[config.mk]
export PLATFORM = sky130hd
export DESIGN_NAME = spikeCore
export DESIGN_NICKNAME = d
export VERILOG_FILES = /design/src/hw/spikePkg.sv /design/src/hw/cfgBusIf.sv /design/src/hw/tagChannelIf.sv /design/src/hw/pcParser.sv /design/src/hw/timeMgr.sv /design/src/hw/spikeGen.sv /design/src/hw/tagMerge.sv /design/src/hw/spikeCore.sv
export VERILOG_INCLUDE_DIRS = /design/src /design/src/hw
export SDC_FILE = /design/constraint.sdc
export NUM_CORES = 1
export LEC_CHECK = 0
export ABC_AREA = 1
export BUFFER_PORTS_ARGS = -buffer_cell sky130_fd_sc_hd__buf_2
export CAP_MARGIN = 20
export CORE_MARGIN = 3
export CORE_UTILIZATION = 55
export CTS_CLUSTER_DIAMETER = 150
export DETAILED_ROUTE_END_ITERATION = 10
export HOLD_SLACK_MARGIN = 0.05
export PLACE_DENSITY_LB_ADDON = 0.12
export SLEW_MARGIN = 25
export SYNTH_ARGS = -nofsm -noshare
export SYNTH_HDL_FRONTEND = slang
export SYNTH_HIERARCHICAL = 1
export SYNTH_SLANG_ARGS = --single-unit
[constraint.sdc]
create_clock -name clk -period 5.05 [get_ports clk]
set_input_delay 0.2525 -clock clk [delete_from_list [all_inputs] [get_ports clk]]
set_output_delay 0.2525 -clock clk [all_outputs]
set_load 0.02 [all_outputs]
[src/hw/spikeDefines.svh]
`ifndef SPIKE_DEFINES_SVH
`define SPIKE_DEFINES_SVH

// PC word layout
`define PC_WIDTH 32
`define PC_CODE_WIDTH 8

// Generator array size
`define NUM_GENS 8
`define GEN_IDX_WIDTH 3

// Timing fields
`define PERIOD_WIDTH 16
`define UNIT_WIDTH 16

// Tag word fields, count saturates at all ones
`define TAG_WIDTH 11
`define COUNT_WIDTH 9

// Values after reset
`define UNIT_LEN_RESET 16'd0
`define GEN_PERIOD_RESET 16'd0
`define GEN_TAG_RESET 11'd0

`endif

[src/hw/spikePkg.sv]
`default_nettype none

`include "spikeDefines.svh"

package spikePkg;

  //////////////////////////////
  // PC opcodes

  // Upper byte of a PC word, anything else is dropped
  typedef enum logic [`PC_CODE_WIDTH-1:0] {
    opSetUnit   = 8'd1,
    opSetPeriod = 8'd2,
    opSetTag    = 8'd3,
    opSetEnable = 8'd4
  } pcOpcode_t;

  //////////////////////////////
  // Config bus fields

  // Which generator register a bus write targets
  typedef enum logic [1:0] {
    fieldPeriod,
    fieldTag,
    fieldEnable
  } cfgField_t;

  // Tag plus number of spikes it stands for
  typedef struct packed {
    logic [`TAG_WIDTH-1:0]   tag;
    logic [`COUNT_WIDTH-1:0] count;
  } tagWord_t;

endpackage

`default_nettype wire

[src/hw/cfgBusIf.sv]
`timescale 1ns/100ps
`default_nettype none

`include "spikeDefines.svh"

// Broadcast bus from the parser to every generator
interface cfgBusIf;

  // One-cycle strobe
  logic                      write;
  // Target generator
  logic [`GEN_IDX_WIDTH-1:0] index;
  spikePkg::cfgField_t       field;
  // Zero-extended for narrow fields
  logic [`PERIOD_WIDTH-1:0]  value;

  modport parser (output write, output index, output field, output value);

  // Each generator filters on its own index
  modport generator (input write, input index, input field, input value);

endinterface

`default_nettype wire

[src/hw/tagChannelIf.sv]
`timescale 1ns/100ps
`default_nettype none

`include "spikeDefines.svh"

// One generator's tag output toward the merger
interface tagChannelIf;

  // Held until accepted
  logic                valid;
  // Single-cycle accept
  logic                ack;
  // Stable while valid
  spikePkg::tagWord_t  word;

  // Generator side
  modport source (output valid, output word, input ack);

  // Merger side
  modport sink (input valid, input word, output ack);

endinterface

`default_nettype wire

[src/hw/pcParser.sv]
`timescale 1ns/100ps
`default_nettype none

`include "spikeDefines.svh"

// PC word decoder
// Strobes come out one cycle after the word arrives
module pcParser (
  input  logic                   clk,
  input  logic                   arstN,
  input  logic                   pcValid,
  input  logic [`PC_WIDTH-1:0]   pcData,
  output logic                   unitWrite,
  output logic [`UNIT_WIDTH-1:0] unitLen,
  cfgBusIf.parser                cfg
);

  localparam int DataWidth = `PC_WIDTH - `PC_CODE_WIDTH;

  //////////////////////////////
  // Input register

  logic                 wordValid;
  logic [`PC_WIDTH-1:0] wordData;

  spikePkg::pcOpcode_t  opcode;
  logic [DataWidth-1:0] payload;

  // Word is taken every cycle, no back-pressure
  always_ff @(posedge clk or negedge arstN) begin
    if (!arstN) begin
      wordValid <= 1'b0;
    end else begin
      wordValid <= pcValid;
    end
  end

  // Payload only, qualified by wordValid
  always_ff @(posedge clk) begin
    if (pcValid) begin
      wordData <= pcData;
    end
  end

  //////////////////////////////
  // Decode

  // Split into opcode and data fields
  assign opcode  = spikePkg::pcOpcode_t'(wordData[`PC_WIDTH-1 -: `PC_CODE_WIDTH]);
  assign payload = wordData[DataWidth-1:0];

  // Unit length sits in the low data bits
  assign unitLen   = payload[`UNIT_WIDTH-1:0];
  assign unitWrite = wordValid && (opcode == spikePkg::opSetUnit);

  // Generator index in the top data bits
  assign cfg.index = payload[DataWidth-1 -: `GEN_IDX_WIDTH];

  always_comb begin
    cfg.write = 1'b0;
    cfg.field = spikePkg::fieldPeriod;
    cfg.value = '0;
    case (opcode)
      spikePkg::opSetPeriod: begin
        cfg.write = wordValid;
        cfg.field = spikePkg::fieldPeriod;
        cfg.value = payload[`PERIOD_WIDTH-1:0];
      end
      spikePkg::opSetTag: begin
        cfg.write = wordValid;
        cfg.field = spikePkg::fieldTag;
        cfg.value[`TAG_WIDTH-1:0] = payload[`TAG_WIDTH-1:0];
      end
      spikePkg::opSetEnable: begin
        cfg.write    = wordValid;
        cfg.field    = spikePkg::fieldEnable;
        cfg.value[0] = payload[0];
      end
      // opSetUnit handled above, unknown codes dropped
      default: begin
        cfg.write = 1'b0;
      end
    endcase
  end

endmodule

`default_nettype wire

[src/hw/timeMgr.sv]
`timescale 1ns/100ps
`default_nettype none

`include "spikeDefines.svh"

// Time-unit pulse source
module timeMgr (
  input  logic                   clk,
  input  logic                   arstN,
  input  logic                   unitWrite,
  input  logic [`UNIT_WIDTH-1:0] unitLen,
  output logic                   unitPulse
);

  // Programmed length, 0 means stopped
  logic [`UNIT_WIDTH-1:0] lenReg;
  // Clocks into current unit
  logic [`UNIT_WIDTH-1:0] clkCnt;

  always_ff @(posedge clk or negedge arstN) begin
    if (!arstN) begin
      lenReg    <= `UNIT_LEN_RESET;
      clkCnt    <= '0;
      unitPulse <= 1'b0;
    end else if (unitWrite) begin
      // New length restarts the unit
      lenReg    <= unitLen;
      clkCnt    <= '0;
      unitPulse <= 1'b0;
    end else if (lenReg == '0) begin
      clkCnt    <= '0;
      unitPulse <= 1'b0;
    end else if (clkCnt >= lenReg - 1'b1) begin
      // Wrap, one pulse per unitLen clocks
      clkCnt    <= '0;
      unitPulse <= 1'b1;
    end else begin
      clkCnt    <= clkCnt + 1'b1;
      unitPulse <= 1'b0;
    end
  end

endmodule

`default_nettype wire

[src/hw/spikeGen.sv]
`timescale 1ns/100ps
`default_nettype none

`include "spikeDefines.svh"

// Periodic spike source with pending-count accumulation
module spikeGen #(
  parameter int genIndex = 0
) (
  input  logic        clk,
  input  logic        arstN,
  input  logic        unitPulse,
  cfgBusIf.generator  cfg,
  tagChannelIf.source tagOut
);

  localparam logic [`GEN_IDX_WIDTH-1:0] MyIndex = genIndex[`GEN_IDX_WIDTH-1:0];

  // Config registers
  logic [`PERIOD_WIDTH-1:0] period;
  logic [`TAG_WIDTH-1:0]    tag;
  logic                     enable;
  // Time units into the current period
  logic [`PERIOD_WIDTH-1:0] unitCnt;

  logic running;
  logic expire;
  logic transfer;
  spikePkg::tagWord_t pendWord;

  assign running  = enable && (period != '0);
  // Also catches a period shortened below the count
  assign expire   = unitPulse && running && (unitCnt >= period - 1'b1);
  assign transfer = tagOut.valid && tagOut.ack;

  //////////////////////////////
  // Config and period counter

  always_ff @(posedge clk or negedge arstN) begin
    if (!arstN) begin
      period  <= `GEN_PERIOD_RESET;
      tag     <= `GEN_TAG_RESET;
      enable  <= 1'b0;
      unitCnt <= '0;
    end else begin
      if (cfg.write && (cfg.index == MyIndex)) begin
        case (cfg.field)
          spikePkg::fieldPeriod: period <= cfg.value;
          spikePkg::fieldTag:    tag    <= cfg.value[`TAG_WIDTH-1:0];
          spikePkg::fieldEnable: enable <= cfg.value[0];
          default:               enable <= enable;
        endcase
      end
      // Stopped generator restarts from zero, pending word kept
      if (!running || expire) begin
        unitCnt <= '0;
      end else if (unitPulse) begin
        unitCnt <= unitCnt + 1'b1;
      end
    end
  end

  //////////////////////////////
  // Pending word

  always_ff @(posedge clk or negedge arstN) begin
    if (!arstN) begin
      tagOut.valid <= 1'b0;
    end else if (expire) begin
      tagOut.valid <= 1'b1;
    end else if (transfer) begin
      tagOut.valid <= 1'b0;
    end
  end

  always_ff @(posedge clk) begin
    if (expire) begin
      if (tagOut.valid && !transfer) begin
        // Still waiting, bump count up to saturation
        if (pendWord.count != '1) begin
          pendWord.count <= pendWord.count + 1'b1;
        end
      end else begin
        pendWord.tag   <= tag;
        pendWord.count <= `COUNT_WIDTH'(1);
      end
    end
  end

  assign tagOut.word = pendWord;

endmodule

`default_nettype wire

[src/hw/tagMerge.sv]
`timescale 1ns/100ps
`default_nettype none

`include "spikeDefines.svh"

// Round-robin merge of all generator channels
module tagMerge (
  input  logic                                 clk,
  input  logic                                 arstN,
  tagChannelIf.sink                            tagIn [`NUM_GENS],
  output logic                                 tagValid,
  output logic [`TAG_WIDTH+`COUNT_WIDTH-1:0]   tagData,
  input  logic                                 tagAck
);

  logic [`NUM_GENS-1:0] validVec;
  logic [`NUM_GENS-1:0] ackVec;
  spikePkg::tagWord_t   wordVec [`NUM_GENS];

  // Search start, one past last winner
  logic [`GEN_IDX_WIDTH-1:0] ptr;
  logic [`GEN_IDX_WIDTH-1:0] winner;
  logic                      found;
  logic                      grant;
  spikePkg::tagWord_t        outWord;

  // Flatten the channel array for indexed access
  for (genvar i = 0; i < `NUM_GENS; i++) begin : gChan
    assign validVec[i]  = tagIn[i].valid;
    assign wordVec[i]   = tagIn[i].word;
    assign tagIn[i].ack = ackVec[i];
  end

  //////////////////////////////
  // Arbitration

  // First valid channel at or after ptr, index wraps
  always_comb begin
    logic [`GEN_IDX_WIDTH-1:0] idx;
    found  = 1'b0;
    winner = ptr;
    for (int k = 0; k < `NUM_GENS; k++) begin
      idx = ptr + k[`GEN_IDX_WIDTH-1:0];
      if (!found && validVec[idx]) begin
        found  = 1'b1;
        winner = idx;
      end
    end
  end

  // Load when output empty or draining this cycle
  assign grant = found && (!tagValid || tagAck);

  always_comb begin
    ackVec = '0;
    if (grant) begin
      ackVec[winner] = 1'b1;
    end
  end

  //////////////////////////////
  // Output register

  always_ff @(posedge clk or negedge arstN) begin
    if (!arstN) begin
      tagValid <= 1'b0;
      ptr      <= '0;
    end else if (grant) begin
      tagValid <= 1'b1;
      ptr      <= winner + 1'b1;
    end else if (tagAck) begin
      tagValid <= 1'b0;
    end
  end

  always_ff @(posedge clk) begin
    if (grant) begin
      outWord <= wordVec[winner];
    end
  end

  assign tagData = outWord;

endmodule

`default_nettype wire

[src/hw/spikeCore.sv]
`timescale 1ns/100ps
`default_nettype none

`include "spikeDefines.svh"

// PC-to-chip spike traffic core
module spikeCore (
  input  logic                               clk,
  input  logic                               arstN,
  // PC stream, one word per cycle
  input  logic                               pcValid,
  input  logic [`PC_WIDTH-1:0]               pcData,
  // Merged tag output
  output logic                               tagValid,
  output logic [`TAG_WIDTH+`COUNT_WIDTH-1:0] tagData,
  input  logic                               tagAck
);

  //////////////////////////////
  // Internal wiring

  logic                   unitWrite;
  logic [`UNIT_WIDTH-1:0] unitLen;
  logic                   unitPulse;

  cfgBusIf     cfgBus ();
  tagChannelIf tagCh [`NUM_GENS] ();

  //////////////////////////////
  // Config path

  pcParser parser (
    .clk       (clk),
    .arstN     (arstN),
    .pcValid   (pcValid),
    .pcData    (pcData),
    .unitWrite (unitWrite),
    .unitLen   (unitLen),
    .cfg       (cfgBus)
  );

  timeMgr timer (
    .clk       (clk),
    .arstN     (arstN),
    .unitWrite (unitWrite),
    .unitLen   (unitLen),
    .unitPulse (unitPulse)
  );

  //////////////////////////////
  // Spike path

  // One generator per channel, index matches bus address
  for (genvar i = 0; i < `NUM_GENS; i++) begin : gGen
    spikeGen #(
      .genIndex (i)
    ) gen (
      .clk       (clk),
      .arstN     (arstN),
      .unitPulse (unitPulse),
      .cfg       (cfgBus),
      .tagOut    (tagCh[i])
    );
  end

  tagMerge merger (
    .clk      (clk),
    .arstN    (arstN),
    .tagIn    (tagCh),
    .tagValid (tagValid),
    .tagData  (tagData),
    .tagAck   (tagAck)
  );

endmodule

`default_nettype wire

==> metrics.txt, run 1 <==
Syn. warnings=6; global-route wire length before repair=roughly 140,000 um; post-synthesis sequential area ratio=44.6%; CP endpoint kind=flip-flop; # setup viols final=0; Post-CTS Setup Inserts=0; worst-path maximum fanout=between 40 and 50; area delta synth->final=9.80%; Synth top area share=between 20 and 30%; first drt pass iteration count=6; DR WL/cell=between 15 and 20 um; top_reg_cell synth=dfrtp_1; vias per std cell=5.16; Std-Cell Rows=93; crit-path leading delay family=simple AND/OR/NAND/NOR gates; status=finished, final reports clean; worst-path cell chain=inv_2 -> ha_1 -> inv_2 -> nand3_1 -> nand3_1 -> nand2_2 -> nor2_2 -> nand4_2 -> nor2_4 -> nand3_4 -> inv_2 -> nand2_2 -> nand2_4 -> nand2_1 -> nor2_1 -> nor2_1 -> a21oi_1; initial antenna violation count=1; Pleak=between 0.02 and 0.025 uW; gr usage total=around 24%; Die Area=between 60,000 and 70,000 um2; f_max=around 230 MHz; Synthesized Nets=~4,800; RSZ-0062 raised after global routing=false; vias in the first global route=roughly 27,000; CP max stage cell=a21oi_1; die width=263 um; clock transition at the registers of the reported paths=~60 ps; count leader, synth=nand2_1; Synth Area per Inst=7.96 um2; crit-path max cell delay=790 ps; maximum clock path buffer count=3; Core Area=about 65,000 um2; Yosys cell types=50; peak supply drop=about 1.2 mV; critical path class=reg2reg; Most Used Layer, Global Route=met2; CTS Buf Count=70; worst slew pin tran=about 1100 ps; crit path buf inv count=3; share of cells above drive strength 1=a little over a tenth; placed instance area=~37,000 um2; routability cong.=between 0.8 and 0.9; Worst-Skew Late Latency=~600 ps; post-cts sizing count=0; Final nets=about 4,900; Hold Path Class=in2reg; DP HPWL=61,300 um; Die H=263 um; number of routed nets with antenna violations=0; Top-Level Pins=57; most frequent cells after synthesis=nand2_1 (1,344), inv_1 (617), nor2_1 (411); Starting Density=a little under three fifths; Synth area leader=dfrtp_1; CTS tree=done; Worst Path Arrival=4590 ps; max-slew violation count=0; minimum clock period=between 4000 and 5000 ps; drc violations=0; Post-Syn Instances=4,558; Max Cap Viol=0; diode count=0; Core Util, Final=just over 60%; Data required, critical path=around 5300 ps; grt ovf=0; setup_tns=0 ps; Routed WL=about 85,000 um; H-tree levels=3; Finished Cell Area=approximately 40,000 um2; port bufs=51; Yosys reg bits=between 600 and 700; synth top area cells=dfrtp_1 (27%), edfxtp_1 (17%), nand2_1 (14%); clock root cell=clkbuf_16; vias=roughly 29,000; most frequent CP cell=inv_2; initial drt markers=between 2,000 and 2,500; Mapped Area=around 36,000 um2; clock sink count=just over 600; Post-synth ARST share=between 60% and 70%; met1 GRT Util=between 30% and 40%; Fillers=~5,700; Post-synth EDFFs=approximately 210; Worst Skew=23.1 ps; crit path launch type=flip-flop; met2 usage in global routing=about two fifths; Hold Vio Cnt, Final=0; largest net degree at the start of global routing=around 170; Slew headroom=25.5%; Cell Pwr Density=around 420 nW/um2; final worst-path cycle share=roughly 87%; met3 usage=3.70%
## state kept, by name, indices dropped and copies added (netlist names)
name                   cells
timer/lenReg              16
gGen.gen/enable            8
parser/wordData           27
merger/ptr                 3
gGen.gen/tagOut.valid      8
gGen.gen/tag              88
parser/wordValid           1
merger/tagData            20
gGen.gen/tagOut.word     160
merger/tagValid            1
timer/clkCnt              16
gGen.gen/unitCnt         128
gGen.gen/period          128
timer/unitPulse            1
## cell usage in the layout (no fill, tap or decap), types with 8 or more instances in the layout
master         count
nand2_1         1344
inv_1            617
nor2_1           405
dfrtp_1          397
nand3_1          277
o21ai_0          238
edfxtp_1         207
ha_1             180
xor2_1           136
a21oi_1          116
nand4_1           94
nor2_2            80
clkbuf_16         72
nor3_1            62
buf_2             50
nand2_2           47
xnor2_1           45
buf_4             36
inv_2             31
dlygate4sd3_1     29
nor2_4            23
nand2_4           20
nand3_2           19
mux2_2            17
nor3_2            14
clkinv_2          12
clkinv_1          12
nor4_1            12
clkbuf_8           8
or2_2              8
nand3_4            8
## stage by stage
stage,hold WS [ps],power [uW],cells,setup WS (ps)
global route,132,17900,5546,354
detailed placement,258,11800,5389,720
CTS,100,16900,5546,699
global placement,259,11800,5389,764
finish,134,16800,5546,675
floorplan,-43.1,10400,4558,1510
## timing repair
item | CTS | global route
endpoints found under the setup margin | 0 | 0
hold endpoints to repair | 96 | 0
hold buffers | 29 | 0
## final timing paths
kind	start	endpoint	cells past startpoint	slack [ps]
setup / recovery	merger/ptr[1]$_DFFE_PN0P_	gGen[4].gen/tagOut.word[4]$_SDFFCE_PN0P_	17	680
hold / removal	pcValid	parser/wordValid$_DFF_PN0_	1	130
setup reg to reg	merger/ptr[1]$_DFFE_PN0P_	gGen[4].gen/tagOut.word[4]$_SDFFCE_PN0P_	17	680
hold reg to reg	gGen[5].gen/tag[8]$_DFFE_PN0P_	gGen[5].gen/tagOut.word[17]$_DFFE_PP_	0	450
max in group asynchronous	arstN	gGen[1].gen/period[12]$_DFFE_PN0P_	3	3490
min in group asynchronous	arstN	gGen[7].gen/unitCnt[14]$_DFFE_PN0P_	2	190
## layer usage
layer	routed length, um	vias to the layer above	share of wire (%)
li1	-	14664	-
met1	39800	13223	47
met2	38200	582	45
met3	4100	139	4.8
met4	2510	0	3.0
met5	0	-	0
## power breakdown
part	switching (uW)	leakage, uW	internal [uW]	total, uW
Combinational	4630	0.0114	1610	6240
Clock	2070	0.00111	2940	5010
Sequential	149	0.00773	5430	5580
## cell type report
cell class                 count  area, um2  share of cell area (%)
sequential                   605      16200                    40.6
tap                          855       1070                    2.68
multi-input combinational   3192      17000                    42.7
clock inverter                43        363                   0.911
inverter                     648       2430                    6.10
clock buffer                  85       1930                    4.84
timing repair buffer         118        866                    2.17
## logic make-up after synthesis
family,after synthesis,synth area share (%)
XOR/XNOR,182,4.41
AO/OA/AOI/OAI,372,5.27
AND/OR/NAND/NOR,2441,30.4
flip-flops,605,44.6
adder cells (fa/ha/maj),180,6.21
buffers and inverters,761,8.65
multiplexers,17,0.527
Power figures use the tool's default switching activity.
==> run 2: changes to the inputs <==
Settings changed: BUFFER_PORTS_ARGS -buffer_cell sky130_fd_sc_hd__buf_2 to default, CORE_UTILIZATION 55 to 50, DONT_BUFFER_PORTS from default to 1, RECOVER_POWER from default to 100.
==> run 2 against run 1 <==
Compared with the run above:
- critical endpoint is now gGen[3].gen/tagOut.word[9]$_DFFE_PP_
- final area decreased by 0.97%
- sequential share of layout area is 0.40 points higher
- largest power group unchanged
- the run now ends with hold timing, capacitance limit, slew limit left
- register-to-register slack worse by 140 ps
- via count down 1.4%
- clock power grew 4.8%
- first-iteration DRC count up 1.1%
- fmax is 3.2% lower
- non-clock buffer count is 46 lower
- clock skew increased by 6.2 ps
- worst setup slack lost 140 ps
- sequential power rose by 2%
==> metrics.txt, run 2 (same netlist as run 1, synthesis figures left out) <==
status=finished, violations left; failing checks=hold timing, capacitance limit, slew limit; most common cell after layout, fill and taps aside=nand2_1; first drt pass iteration count=7 (+1); Slew headroom=-17.3% (-43 points); DR WL/cell=15.4 um (+1.0%); final worst-path cycle share=89.5% (+2.8 points); Max Cap Viol=1 (+1); worst slew pin tran=1760 ps (+643 ps); critical path class=reg2reg; drc violations=0 (unchanged); Fillers=6,844 (+20%); clock root cell=clkbuf_16; vias per std cell=5.04 (-2.4%); Worst-Skew Late Latency=620 ps (+20 ps); Core Area=71,700 um2 (+11%); gr usage total=23.0% (-1.4 points); CTS tree=done; Largest register FFs=160 (unchanged); vias in the first global route=26,499 (-1.0%); Post-CTS Setup Inserts=0 (unchanged); global-route wire length before repair=140,000 um (+1.1%); initial drt markers=2,043 (+1.1%); CP endpoint kind=flip-flop; Data required, critical path=5340 ps (+80 ps); largest net degree at the start of global routing=399 (+140%); Hold Path Class=in2async; RSZ-0062 raised after global routing=false; Starting Density=50.6% (-5.4 points); peak supply drop=2.24 mV (+81%); initial antenna violation count=1 (unchanged); Hold Vio Cnt, Final=398 (+398); crit path launch type=flip-flop; Worst Path Arrival=4810 ps (+220 ps); R2R Path End=gGen[3].gen/tagOut.word[9]$_DFFE_PP_; Cell Pwr Density=430 nW/um2 (+1.9%); routability cong.=0.869 (-2.8%); Reg-to-Reg Start=merger/ptr[1]$_DFFE_PN0P_; maximum clock path buffer count=3 (unchanged); Top-Level Pins=57 (unchanged); Die H=275 um (+4.8%); CTS Buf Count=71 (+1.4%); cts hold-fix bufs=30 (+3.4%); vias=28,195 (-1.4%); crit-path max cell delay=560 ps (-230 ps); Final nets=4,806 (-0.93%); # setup viols final=0 (unchanged); grt ovf=0 (unchanged); worst-path cell chain=inv_1 -> ha_1 -> inv_2 -> nand3_1 -> nand3_1 -> nand2_2 -> nor2_2 -> nand4_1 -> nor2_4 -> nand3_4 -> inv_2 -> nand2_2 -> nand2_4 -> buf_4 -> nor2_1 -> nand3_1 -> inv_1 -> nor2_1 -> clkbuf_1 -> nor2_1 -> clkbuf_2; Std-Cell Rows=98 (+5.4%); clock transition at the registers of the reported paths=60 ps (about the same); Die Area=75,900 um2 (+9.8%); clock sink count=605 (unchanged); H-tree levels=3 (unchanged); f_max=221 MHz (-3.2%); commonest cells after routing, fill and taps aside=nand2_1 (1,369), inv_1 (618), nor2_1 (419), dfrtp_1 (397), nand3_1 (279); Worst Skew=29.3 ps (+6.22 ps); setup_tns=0 ps (unchanged); CP max stage cell=dfrtp_1; area delta synth->final=8.74%; r2r worst-path depth=21 (+4); diode count=0 (unchanged); number of routed nets with antenna violations=0 (unchanged); port bufs=0 (-100%); post-cts sizing count=0 (unchanged); DP HPWL=61,700 um (+0.52%); Finished Cell Area=39,500 um2 (-0.97%); Pleak=0.0200 uW (-1.6%); minimum clock period=4520 ps (+143 ps); Routed WL=86,200 um (+2.0%); share of cells above drive strength 1=7.92% (-2.5 points); worst-path maximum fanout=42 (-4.5%); placed instance area=37,100 um2 (-0.44%); die width=275 um (+4.8%); reg-to-reg slack, setup=530 ps (-140 ps); tightest hold margin=-652 ps (-786 ps); max-slew violation count=173 (+173)
-- run 2: worst max-delay path by stage --
stage | slack (ps) | endpoint | depth (start not counted) | startpoint
after global routing | 170 | gGen[6].gen/tagOut.word[17]$_DFFE_PP_ | 20 | merger/ptr[1]$_DFFE_PN0P_
after detailed placement | 780 | gGen[6].gen/tagOut.word[4]$_SDFFCE_PN0P_ | 21 | merger/ptr[1]$_DFFE_PN0P_
final | 530 | gGen[3].gen/tagOut.word[9]$_DFFE_PP_ | 21 | merger/ptr[1]$_DFFE_PN0P_
after global placement | 850 | gGen[6].gen/tagOut.word[0]$_SDFFCE_PN1P_ | 20 | merger/ptr[1]$_DFFE_PN0P_
after CTS | 780 | gGen[6].gen/tagOut.word[5]$_SDFFCE_PN0P_ | 20 | merger/ptr[1]$_DFFE_PN0P_
after floorplan | 1510 | gGen[5].gen/tagOut.word[0]$_SDFFCE_PN1P_ | 17 | merger/ptr[0]$_DFFE_PN0P_
-- run 2: critical path, delay by kind of cell, from the launching register on --
kind / cells / cell delay [ps]
buffers and inverters: 7 / 1630
and+or+nand+nor: 13 / 1540
DFF: 1 / 560
adders and majority gates: 1 / 450
-- run 2: power breakdown --
| part | internal (uW) | total (uW) | switching, uW |
|---|---|---|---|
| registers | 5440 | 5710 | 270 |
| clock network | 3200 | 5250 | 2060 |
| logic | 1530 | 6030 | 4500 |
-- run 2: routing by layer --
| layer | track usage [%] | vias to the layer above | share of wire, % |
|---|---|---|---|
| met5 | 0 | - | 0 |
| met4 | 5.91 | 0 | 2.3 |
| met3 | 3.13 | 115 | 4.0 |
| met2 | 37.2 | 492 | 46 |
| met1 | 32.7 | 12997 | 48 |
| li1 | - | 14591 | - |
-- run 2: final cells by class --
type	count	area, um2	share of cell area [%]
Tap cell	950	1190	3.01
Clock buffer	104	2020	5.13
Clock inverter	27	354	0.897
Sequential cell	605	16200	41.0
Inverter	648	2430	6.16
Timing Repair Buffer	72	562	1.42
Multi-Input combinational cell	3192	16700	42.4
-- run 2: stage by stage --
stage | std cells | utilization, % | setup slack, ps | total power [uW]
2_1_floorplan | 4558 | - | 1510 | 10400
4_1_cts | 5598 | 55.5 | 776 | 17100
6_report | 5598 | 55.0 | 533 | 17000
5_1_grt | 5598 | 55.0 | 171 | 18100
3_3_place_gp | 5437 | 51.7 | 853 | 11700
3_5_place_dp | 5437 | 51.7 | 778 | 11800
